`src/verilog/pwr_pkg.sv`:
```
// Power domain sequencer definitions
// Host command opcodes, sequencer states and the wait timer width

package pwr_pkg;

  // Wait timer count width
  localparam int unsigned TIMER_W = 8;

  // Host command strobed with cmd_valid_i
  typedef enum logic [1:0] {
    CMD_NOP    = 2'd0,
    CMD_ON     = 2'd1,
    CMD_OFF    = 2'd2,
    CMD_RETAIN = 2'd3
  } pwr_cmd_e;

  // Sequencer state
  typedef enum logic [3:0] {
    // Stable
    ST_OFF       = 4'd0,
    ST_ON        = 4'd1,
    ST_RET       = 4'd2,
    // Power-up
    ST_UP_SW     = 4'd3,
    ST_UP_RST    = 4'd4,
    // Power-down
    ST_DN_ISO    = 4'd5,
    ST_DN_SW     = 4'd6,
    // Retention
    ST_RET_ENTER = 4'd7,
    ST_RET_EXIT  = 4'd8
  } pwr_state_e;

endpackage

```
`src/verilog/pwr_domain_ctrl.sv`:
```
// Power domain controller top level
// Sequencer, wait timer and switch cell model for one gated domain

`timescale 1ns/100ps

module pwr_domain_ctrl #(
  parameter int unsigned ACK_LATENCY = 15,
  parameter int unsigned RST_HOLD    = 4,
  parameter int unsigned ISO_SETUP   = 2
) (
  input  logic                clk_i,
  input  logic                rst_n_i,
  input  logic                cmd_valid_i,
  input  pwr_pkg::pwr_cmd_e   cmd_i,
  output logic                sw_on_o,
  output logic                sw_ack_o,
  output logic                iso_o,
  output logic                dom_rst_n_o,
  output logic                ret_o,
  output logic                busy_o,
  output logic                done_o,
  output pwr_pkg::pwr_state_e state_o
);

  logic                        sw_on;
  logic                        sw_ack;
  logic                        tmr_load;
  logic [pwr_pkg::TIMER_W-1:0] tmr_count;
  logic                        tmr_done;

  pwr_seq_fsm #(
    .RST_HOLD  (RST_HOLD),
    .ISO_SETUP (ISO_SETUP)
  ) pwr_seq_fsm_i (
    .clk_i       (clk_i),
    .rst_n_i     (rst_n_i),
    .cmd_valid_i (cmd_valid_i),
    .cmd_i       (cmd_i),
    .sw_ack_i    (sw_ack),
    .tmr_done_i  (tmr_done),
    .tmr_load_o  (tmr_load),
    .tmr_count_o (tmr_count),
    .sw_on_o     (sw_on),
    .iso_o       (iso_o),
    .dom_rst_n_o (dom_rst_n_o),
    .ret_o       (ret_o),
    .busy_o      (busy_o),
    .done_o      (done_o),
    .state_o     (state_o)
  );

  pwr_wait_timer pwr_wait_timer_i (
    .clk_i   (clk_i),
    .rst_n_i (rst_n_i),
    .load_i  (tmr_load),
    .count_i (tmr_count),
    .done_o  (tmr_done)
  );

  // Stands in for the physical switch cells
  pwr_switch_chain #(
    .ACK_LATENCY (ACK_LATENCY)
  ) pwr_switch_chain_i (
    .clk_i    (clk_i),
    .rst_n_i  (rst_n_i),
    .sw_on_i  (sw_on),
    .sw_ack_o (sw_ack)
  );

  assign sw_on_o  = sw_on;
  assign sw_ack_o = sw_ack;

endmodule

```
`src/verilog/pwr_seq_fsm.sv`:
```
// Power-gating sequencer FSM
// Orders switch, isolation, domain reset and retention for one domain

`timescale 1ns/100ps

module pwr_seq_fsm #(
  parameter int unsigned RST_HOLD  = 4,
  parameter int unsigned ISO_SETUP = 2
) (
  input  logic                        clk_i,
  input  logic                        rst_n_i,
  input  logic                        cmd_valid_i,
  input  pwr_pkg::pwr_cmd_e           cmd_i,
  input  logic                        sw_ack_i,
  input  logic                        tmr_done_i,
  output logic                        tmr_load_o,
  output logic [pwr_pkg::TIMER_W-1:0] tmr_count_o,
  output logic                        sw_on_o,
  output logic                        iso_o,
  output logic                        dom_rst_n_o,
  output logic                        ret_o,
  output logic                        busy_o,
  output logic                        done_o,
  output pwr_pkg::pwr_state_e         state_o
);

  localparam logic [pwr_pkg::TIMER_W-1:0] RST_CNT = RST_HOLD[pwr_pkg::TIMER_W-1:0];
  localparam logic [pwr_pkg::TIMER_W-1:0] ISO_CNT = ISO_SETUP[pwr_pkg::TIMER_W-1:0];

  pwr_pkg::pwr_state_e state_q;
  logic                sw_on_q;
  logic                iso_q;
  logic                dom_rst_n_q;
  logic                ret_q;
  logic                busy_q;
  logic                done_q;
  logic                tmr_load_q;
  logic                accept;

  // Legal moves out of the stable states
  function automatic logic cmd_legal(pwr_pkg::pwr_state_e st, pwr_pkg::pwr_cmd_e cmd);
    logic ok;
    ok = 1'b0;
    case (st)
      pwr_pkg::ST_OFF: ok = (cmd == pwr_pkg::CMD_ON);
      pwr_pkg::ST_ON:  ok = (cmd == pwr_pkg::CMD_OFF) || (cmd == pwr_pkg::CMD_RETAIN);
      pwr_pkg::ST_RET: ok = (cmd == pwr_pkg::CMD_ON) || (cmd == pwr_pkg::CMD_OFF);
      default:         ok = 1'b0;
    endcase
    return ok;
  endfunction

  assign accept = cmd_valid_i && !busy_q && cmd_legal(state_q, cmd_i);

  always_ff @(posedge clk_i) begin
    if (!rst_n_i) begin
      state_q     <= pwr_pkg::ST_OFF;
      sw_on_q     <= 1'b0;
      iso_q       <= 1'b1;
      dom_rst_n_q <= 1'b0;
      ret_q       <= 1'b0;
      busy_q      <= 1'b0;
      done_q      <= 1'b0;
      tmr_load_q  <= 1'b0;
    end else begin
      tmr_load_q <= 1'b0;
      done_q     <= 1'b0;
      // Busy drops right after the done cycle
      if (done_q) begin
        busy_q <= 1'b0;
      end
      case (state_q)
        pwr_pkg::ST_OFF: begin
          if (accept) begin
            busy_q  <= 1'b1;
            sw_on_q <= 1'b1;
            state_q <= pwr_pkg::ST_UP_SW;
          end
        end
        pwr_pkg::ST_ON: begin
          if (accept) begin
            busy_q     <= 1'b1;
            iso_q      <= 1'b1;
            tmr_load_q <= 1'b1;
            if (cmd_i == pwr_pkg::CMD_RETAIN) begin
              state_q <= pwr_pkg::ST_RET_ENTER;
            end else begin
              state_q <= pwr_pkg::ST_DN_ISO;
            end
          end
        end
        pwr_pkg::ST_RET: begin
          if (accept) begin
            busy_q     <= 1'b1;
            ret_q      <= 1'b0;
            tmr_load_q <= 1'b1;
            // Isolation already up, so power-off joins at its reset step
            if (cmd_i == pwr_pkg::CMD_ON) begin
              state_q <= pwr_pkg::ST_RET_EXIT;
            end else begin
              state_q <= pwr_pkg::ST_DN_ISO;
            end
          end
        end
        pwr_pkg::ST_UP_SW: begin
          if (sw_ack_i) begin
            tmr_load_q <= 1'b1;
            state_q    <= pwr_pkg::ST_UP_RST;
          end
        end
        pwr_pkg::ST_UP_RST: begin
          // Reset released first, isolation one cycle later
          if (dom_rst_n_q) begin
            iso_q   <= 1'b0;
            done_q  <= 1'b1;
            state_q <= pwr_pkg::ST_ON;
          end else if (tmr_done_i) begin
            dom_rst_n_q <= 1'b1;
          end
        end
        pwr_pkg::ST_DN_ISO: begin
          if (tmr_done_i) begin
            dom_rst_n_q <= 1'b0;
            state_q     <= pwr_pkg::ST_DN_SW;
          end
        end
        pwr_pkg::ST_DN_SW: begin
          if (sw_on_q) begin
            sw_on_q <= 1'b0;
          end else if (!sw_ack_i) begin
            done_q  <= 1'b1;
            state_q <= pwr_pkg::ST_OFF;
          end
        end
        pwr_pkg::ST_RET_ENTER: begin
          if (tmr_done_i) begin
            ret_q   <= 1'b1;
            done_q  <= 1'b1;
            state_q <= pwr_pkg::ST_RET;
          end
        end
        pwr_pkg::ST_RET_EXIT: begin
          if (tmr_done_i) begin
            iso_q   <= 1'b0;
            done_q  <= 1'b1;
            state_q <= pwr_pkg::ST_ON;
          end
        end
        default: begin
          state_q <= pwr_pkg::ST_OFF;
        end
      endcase
    end
  end

  // Reset hold only during power-up, isolation setup everywhere else
  assign tmr_count_o = (state_q == pwr_pkg::ST_UP_RST) ? RST_CNT : ISO_CNT;
  assign tmr_load_o  = tmr_load_q;

  assign sw_on_o     = sw_on_q;
  assign iso_o       = iso_q;
  assign dom_rst_n_o = dom_rst_n_q;
  assign ret_o       = ret_q;
  assign busy_o      = busy_q;
  assign done_o      = done_q;
  assign state_o     = state_q;

endmodule

```
`src/verilog/pwr_switch_chain.sv`:
```
// Power switch cell model
// Daisy-chained switch cells: the acknowledge trails the switch command
// by ACK_LATENCY clock edges

`timescale 1ns/100ps

module pwr_switch_chain #(
  parameter int unsigned ACK_LATENCY = 15
) (
  input  logic clk_i,
  input  logic rst_n_i,
  input  logic sw_on_i,
  output logic sw_ack_o
);

  // One flop per switch cell
  logic [ACK_LATENCY-1:0] chain_q;

  always_ff @(posedge clk_i) begin
    if (!rst_n_i) begin
      chain_q <= '0;
    end else begin
      chain_q[0] <= sw_on_i;
      for (int i = 1; i < ACK_LATENCY; i++) begin
        chain_q[i] <= chain_q[i-1];
      end
    end
  end

  // Last cell in the chain reports back
  assign sw_ack_o = chain_q[ACK_LATENCY-1];

endmodule

```
`src/verilog/pwr_wait_timer.sv`:
```
// Wait timer for the power sequencer
// Loadable down-counter, idle at zero, one-cycle done on expiry

`timescale 1ns/100ps

module pwr_wait_timer (
  input  logic                        clk_i,
  input  logic                        rst_n_i,
  input  logic                        load_i,
  input  logic [pwr_pkg::TIMER_W-1:0] count_i,
  output logic                        done_o
);

  localparam logic [pwr_pkg::TIMER_W-1:0] CNT_LAST = 1;

  logic [pwr_pkg::TIMER_W-1:0] cnt_q;

  always_ff @(posedge clk_i) begin
    if (!rst_n_i) begin
      cnt_q <= '0;
    end else if (load_i) begin
      cnt_q <= count_i;
    end else if (cnt_q != '0) begin
      cnt_q <= cnt_q - 1'b1;
    end
  end

  // Last cycle of the count, so a load of N ends N cycles later
  assign done_o = (cnt_q == CNT_LAST);

endmodule
```
`config.mk`:
```
export PLATFORM = sky130hd
export DESIGN_NAME = pwr_domain_ctrl
export DESIGN_NICKNAME = d
export VERILOG_FILES = /design/src/verilog/pwr_pkg.sv /design/src/verilog/pwr_domain_ctrl.sv /design/src/verilog/pwr_seq_fsm.sv /design/src/verilog/pwr_switch_chain.sv /design/src/verilog/pwr_wait_timer.sv
export SDC_FILE = /design/constraint.sdc
export NUM_CORES = 1
export LEC_CHECK = 0
export BUFFER_PORTS_ARGS = -buffer_cell sky130_fd_sc_hd__buf_2
export CORE_MARGIN = 2
export CORE_UTILIZATION = 25
export CTS_BUF_LIST = sky130_fd_sc_hd__clkbuf_16
export CTS_CLUSTER_SIZE = 24
export DETAILED_ROUTE_END_ITERATION = 10
export GPL_ROUTABILITY_DRIVEN = 0
export GPL_TIMING_DRIVEN = 0
export MAX_ROUTING_LAYER = met4
export PLACE_DENSITY = 0.37
export SETUP_SLACK_MARGIN = 0.5
export SYNTH_ARGS = -nofsm -noshare
export SYNTH_HDL_FRONTEND = slang
export SYNTH_HIERARCHICAL = 1
export SYNTH_SLANG_ARGS = --single-unit
```
`constraint.sdc`:
```
create_clock -name clk_i -period 3.1 [get_ports clk_i]
set_clock_uncertainty 0.1 [all_clocks]
set_input_delay 0.465 -clock clk_i [delete_from_list [all_inputs] [get_ports clk_i]]
set_output_delay 0.465 -clock clk_i [all_outputs]
set_load 0.005 [all_outputs]
```
==> flow_summary.json, run 1 <==
{
  "drt-initial-drc-count": 73,
  "cts_buffers": 5,
  "initial_core_util_pct": 25.6,
  "cp.arrival_ps": 2120,
  "vias_per_cell": 4.46,
  "cts_tree": "done",
  "antenna_found_initial": 0,
  "min_period_over_period_pct": 65.8,
  "dp_hpwl_microns": 2670,
  "first_global_vias": 1256,
  "cp_max_fo": 7,
  "grt_max_degree": 18,
  "critPathKind": "flip-flop to flip-flop",
  "max_freq_mhz": 490,
  "cts_root_buf": "clkbuf_16",
  "hold_class": "flip-flop to flip-flop",
  "detailed_place.area_sq_um": 1920,
  "hold_buffers": 0,
  "vdd_drop_max_mv": 0.283,
  "ios": 16,
  "antennaDiodeCount": 0,
  "clock_sinks": 34,
  "post_drt_wl_per_cell_microns": 12.9,
  "clk_latency_ps": 280,
  "critPathBufInv": 0,
  "synth_warnings": 6,
  "die-area_sq_um": 7590,
  "syn_area_per_cell_sq_um": 9.09,
  "fin_area_sq_um": 2110,
  "startpoint_type": "flip-flop",
  "post-cts-setup-buffer-count": 0,
  "port_buffers": 15,
  "netlist_instances": 190,
  "cts_resized": 0,
  "period_needed_ps": 2040,
  "synth_most_common_cell": "dfxtp_1",
  "syn2layout_area_growth_pct": 22.5,
  "antenna_left": 0,
  "setup_viol": 0,
  "required_ps": 3180,
  "synth_area_leaders": "dfxtp_1, and2_2, a21oi_1",
  "drc": 0,
  "finalSetupTns_ps": 0,
  "power_density_nw_per_um2": 918,
  "async_reset_ff_share_pct": 0,
  "syn-cell-area_sq_um": 1730,
  "synthFlopType": "dfxtp_1",
  "finalWirelength_microns": 3840,
  "final_max_slew_viol_count": 0,
  "hold_viol_final": 0,
  "h-tree-depth": 2,
  "die_h_microns": 87.1,
  "dr.pass1.iters": 4,
  "slowest_stage": "nor4_4",
  "maxCapViolCount": 0,
  "drive_gt1_share_pct": 28.0,
  "synth_largest_area_cell": "dfxtp_1",
  "num_vias": 1328,
  "nets": 225,
  "rsz0062_at_grt": "no",
  "core_area_sq_um": 6760,
  "path_delay_family": "simple AND/OR/NAND/NOR gates",
  "cts.clk_slew.worst_paths_ps": 60,
  "synthDistinctLibCells": 50,
  "p_leak_nw": 0.907,
  "cts.path.max_buffers": 2,
  "num-fill-cells": 741,
  "path_cells": "nor4_4, and3_2, nor2b_1, o21ai_0, a21oi_1, o31a_1, o21a_1",
  "status": "finished, final reports clean",
  "grtUsageTotal_pct": 11.4,
  "end_kind": "flip-flop",
  "synth_common_cells": "dfxtp_1, nand2_1, a21oi_1, nor2_1, and2_2",
  "grt_pass1_wl_microns": 6500,
  "gr-total-overflow": 0,
  "critPathMaxStageDelay_ps": 370,
  "seq_area_frac_synth_pct": 39.4,
  "post-synth-top-area-fraction_pct": 39.4,
  "die_w_microns": 87.1,
  "synth_edf_count": 0,
  "row_count": 30,
  "synth-seq-cells": 34
}
layout make-up:
class / count / area (sq um) / share of cell area [%]
buffer: 15 / 103 / 4.85
clock buffer: 5 / 125 / 5.92
clock inverter: 3 / 68.8 / 3.25
inverter: 5 / 18.8 / 0.888
multi-input combinational: 141 / 943 / 44.6
sequential: 34 / 681 / 32.2
tap: 80 / 100 / 4.73
timing repair buffer: 15 / 75.1 / 3.55
where the power goes:
group / switching, mW / internal, mW
sequential: 0.0872 / 0.507
combinational: 0.372 / 0.312
clock: 0.199 / 0.462
total: 0.659 / 1.28
cells by family after synthesis:
logic type | Yosys count | synth area share (%)
simple gates | 80 | 29.6
fa+ha+maj | 3 | 2.17
xor+xnor | 7 | 3.55
flops | 34 | 39.4
other cells | 1 | 0.217
compound gates | 41 | 15.7
mux | 4 | 2.32
buf+inv | 20 | 7.03
per-stage QoR:
| stage | total power, mW | util, % | std cells | worst slack (ps) | hold WS, ps |
|---|---|---|---|---|---|
| 6_report | 1.94 | 31.3 | 298 | 1060 | 330 |
| 5_1_grt | 2.07 | 31.3 | 298 | 946 | 350 |
| 4_1_cts | 1.97 | 31.3 | 298 | 1040 | 336 |
| 3_5_place_dp | 1.29 | 28.4 | 290 | 1060 | 328 |
| 3_3_place_gp | 1.30 | 28.4 | 290 | 1050 | 321 |
| 2_1_floorplan | 1.13 | - | 195 | 1250 | 312 |
final timing paths:
path	endpoint	slack, ps	from	cells past startpoint
worst min register to register	pwr_switch_chain_i/chain_q[8]$_SDFF_PN0_	330	pwr_switch_chain_i/chain_q[7]$_SDFF_PN0_	1
worst min-delay path	pwr_switch_chain_i/chain_q[8]$_SDFF_PN0_	330	pwr_switch_chain_i/chain_q[7]$_SDFF_PN0_	1
worst max register to register	pwr_seq_fsm_i/state_o[0]$_SDFFE_PN0P_	1060	pwr_wait_timer_i/cnt_q[4]$_SDFFE_PN0P_	7
worst max-delay path	pwr_seq_fsm_i/state_o[0]$_SDFFE_PN0P_	1060	pwr_wait_timer_i/cnt_q[4]$_SDFFE_PN0P_	7
cells in the final DEF, fill, tap and decap left out, types with 2 or more instances in the layout:
master / synthesis / final
o21a_1: 2 / 2
nor3_1: 2 / 2
nor2b_1: 3 / 3
clkbuf_1: 2 / 2
conb_1: 1 / 6
o21ai_0: 9 / 9
and3b_1: 2 / 2
nand3_1: 3 / 3
a21oi_1: 15 / 15
a211oi_1: 2 / 2
xnor2_1: 3 / 3
nor3b_1: 3 / 3
a211oi_2: 3 / 3
bufinv_16: 0 / 2
clkbuf_16: 0 / 5
buf_6: 2 / 2
buf_2: 4 / 19
nor2_1: 15 / 15
and2_2: 11 / 11
nand2b_1: 5 / 5
nor3b_2: 2 / 2
xor2_1: 4 / 4
a211o_1: 3 / 3
dfxtp_1: 34 / 34
and2_1: 4 / 4
ha_1: 3 / 3
nand2_1: 16 / 16
inv_1: 4 / 4
mux2i_1: 4 / 4
buf_4: 7 / 7
flip-flops by register name (all words and copies together), names as in the netlist:
| name | cells |
|---|---|
| pwr_seq_fsm_i/busy_o | 1 |
| pwr_seq_fsm_i/dom_rst_n_o | 1 |
| pwr_seq_fsm_i/done_o | 1 |
| pwr_seq_fsm_i/iso_o | 1 |
| pwr_seq_fsm_i/ret_o | 1 |
| pwr_seq_fsm_i/state_o | 4 |
| pwr_seq_fsm_i/sw_on_o | 1 |
| pwr_seq_fsm_i/tmr_load_o | 1 |
| pwr_switch_chain_i/chain_q | 15 |
| pwr_wait_timer_i/cnt_q | 8 |
metal layers:
metal	up-vias	track usage, %	routed length [microns]
met2	12	15.5	1590
met1	621	16.5	2130
met5	-	-	0
li1	690	-	-
met4	0	3.78	34
met3	5	2.84	94
No activity file was read; power rests on OpenSTA's default activity.
==> inputs of run 2 (changes only) <==
==> constraint.sdc (replaced) <==
create_clock -name clk_i -period 2 [get_ports clk_i]
set_clock_uncertainty 0.1 [all_clocks]
set_input_delay 0.3 -clock clk_i [delete_from_list [all_inputs] [get_ports clk_i]]
set_output_delay 0.3 -clock clk_i [all_outputs]
set_load 0.005 [all_outputs]
==> run 2 against run 1 <==
Compared with the run above: die area did not move; combinational power rose by 78%; largest cell class unchanged; critical path depth did not move; largest power group unchanged; worst hold slack got worse by 15 ps; cell count rose by 2.0%; non-clock buffer count rose by 6; via count rose by 0.60%.
==> flow_summary.json, run 2 (synthesized netlist as in run 1, its figures left out) <==
{
  "status": "finished, final reports clean",
  "drc": 0,
  "fin_area_sq_um": 2240,
  "num_vias": 1336,
  "clk_latency_ps": 270,
  "grtUsageTotal_pct": 10.9,
  "num-fill-cells": 696,
  "initial_core_util_pct": 25.6,
  "syn2layout_area_growth_pct": 29.6,
  "core_area_sq_um": 6760,
  "nets": 231,
  "antenna_left": 0,
  "largest_reg_flops": 15,
  "critPathBufInv": 0,
  "cts_buffers": 5,
  "grt_pass1_wl_microns": 6240,
  "cts_root_buf": "clkbuf_16",
  "h-tree-depth": 2,
  "min_period_over_period_pct": 88.8,
  "final_cell_mix": "dfxtp_1, buf_2, nand2_1, nor2_1, buf_4",
  "antennaDiodeCount": 0,
  "drive_gt1_share_pct": 36.2,
  "max_freq_mhz": 563,
  "vias_per_cell": 4.39,
  "maxCapViolCount": 0,
  "post_drt_wl_per_cell_microns": 12.5,
  "cp_max_fo": 5,
  "final_max_slew_viol_count": 0,
  "finalWirelength_microns": 3810,
  "hold_viol_final": 0,
  "clock_sinks": 34,
  "ios": 16,
  "die_w_microns": 87.1,
  "cp.arrival_ps": 1870,
  "critPathKind": "flip-flop to flip-flop",
  "critPathMaxStageDelay_ps": 350,
  "gr-total-overflow": 0,
  "rsz0062_at_grt": "yes",
  "period_needed_ps": 1780,
  "required_ps": 2090,
  "die-area_sq_um": 7590,
  "antenna_found_initial": 0,
  "port_buffers": 15,
  "power_density_nw_per_um2": 1390,
  "dr_wl_met3_microns": 137,
  "die_h_microns": 87.1,
  "path_cells": "nor4_4, and3_4, nor2b_1, o21ai_1, a21oi_2, nor3_4, mux2i_1",
  "row_count": 30,
  "startpoint_type": "flip-flop",
  "setup_viol": 0,
  "final_common_cell": "dfxtp_1",
  "cts.path.max_buffers": 2,
  "power_mw": 3.11,
  "final_cells": 304,
  "cts.clk_slew.worst_paths_ps": 60,
  "route.met2.wl_microns": 1610,
  "dr.pass1.iters": 4,
  "p_leak_nw": 0.960,
  "r2r_slack_ps": 220,
  "grt_max_degree": 18,
  "first_global_vias": 1261,
  "wl_met1_microns": 2040,
  "dp_cells": 290,
  "finalSetupTns_ps": 0,
  "multi_input_area_sq_um": 1000,
  "dp_hpwl_microns": 2590,
  "top_register": "pwr_switch_chain_i/chain_q",
  "regArea_sq_um": 692,
  "detailed_place.area_sq_um": 1950,
  "top_layer_used": "met4",
  "path_delay_family": "simple AND/OR/NAND/NOR gates",
  "slowest_stage": "dfxtp_4",
  "hold_class": "primary input to flip-flop",
  "vdd_drop_max_mv": 0.520,
  "drt-initial-drc-count": 109,
  "cts_tree": "done",
  "end_kind": "flip-flop"
}
[run 2: layer usage]
metal  vias to the layer above  track usage (%)
met3                         2             3.22
li1                        710                -
met1                       606             15.1
met4                         0             2.94
met5                         -                -
met2                        18             15.4
[run 2: repair_timing]
item                                    CTS  global route
gates resized for setup                  10             8
endpoints found under the setup margin   12            19
pin swaps                                 5             4
setup buffers                             5             1
gates cloned                              0             0
hold buffers                              0             0
[run 2: where the power goes]
part / switching (mW) / total, mW / internal [mW]
logic: 0.627 / 1.22 / 0.596
registers: 0.145 / 0.945 / 0.800
clock network: 0.280 / 0.939 / 0.659
total: 1.05 / 3.11 / 2.06
[run 2: path summary, 6_finish.rpt]
kind                                             from                                  endpoint  cells after the start
max            pwr_wait_timer_i/cnt_q[4]$_SDFFE_PN0P_     pwr_seq_fsm_i/state_o[2]$_SDFFE_PN0P_                      7
min                                           rst_n_i          pwr_seq_fsm_i/iso_o$_SDFFE_PN1P_                      2
max reg2reg    pwr_wait_timer_i/cnt_q[4]$_SDFFE_PN0P_     pwr_seq_fsm_i/state_o[2]$_SDFFE_PN0P_                      7
min reg2reg  pwr_switch_chain_i/chain_q[7]$_SDFF_PN0_  pwr_switch_chain_i/chain_q[8]$_SDFF_PN0_                      1
[run 2: area by class of cell]
| class | instances | share of cell area [%] |
|---|---|---|
| sequential | 34 | 30.9 |
| buffer | 15 | 5.26 |
| timing repair buffer | 21 | 5.37 |
| tap | 80 | 4.47 |
| clock inverter | 2 | 1.51 |
| clock buffer | 6 | 6.71 |
| inverter | 5 | 0.839 |
| multi-input combinational | 141 | 44.9 |
[run 2: worst register-to-register path, stage by stage (launching register included)]
cell and delay [ps]:
dfxtp_4 350, nor4_4 300, and3_4 270, nor2b_1 50, o21ai_1 140, a21oi_2 90, nor3_4 180, mux2i_1 230
[run 2: through the flow]
stage	setup slack [ps]	utilization [%]	hold slack, ps
2_1_floorplan	242	-	284
3_3_place_gp	34.5	28.9	328
3_5_place_dp	71.2	28.9	323
4_1_cts	200	32.7	312
5_1_grt	143	33.1	343
6_report	223	33.1	315
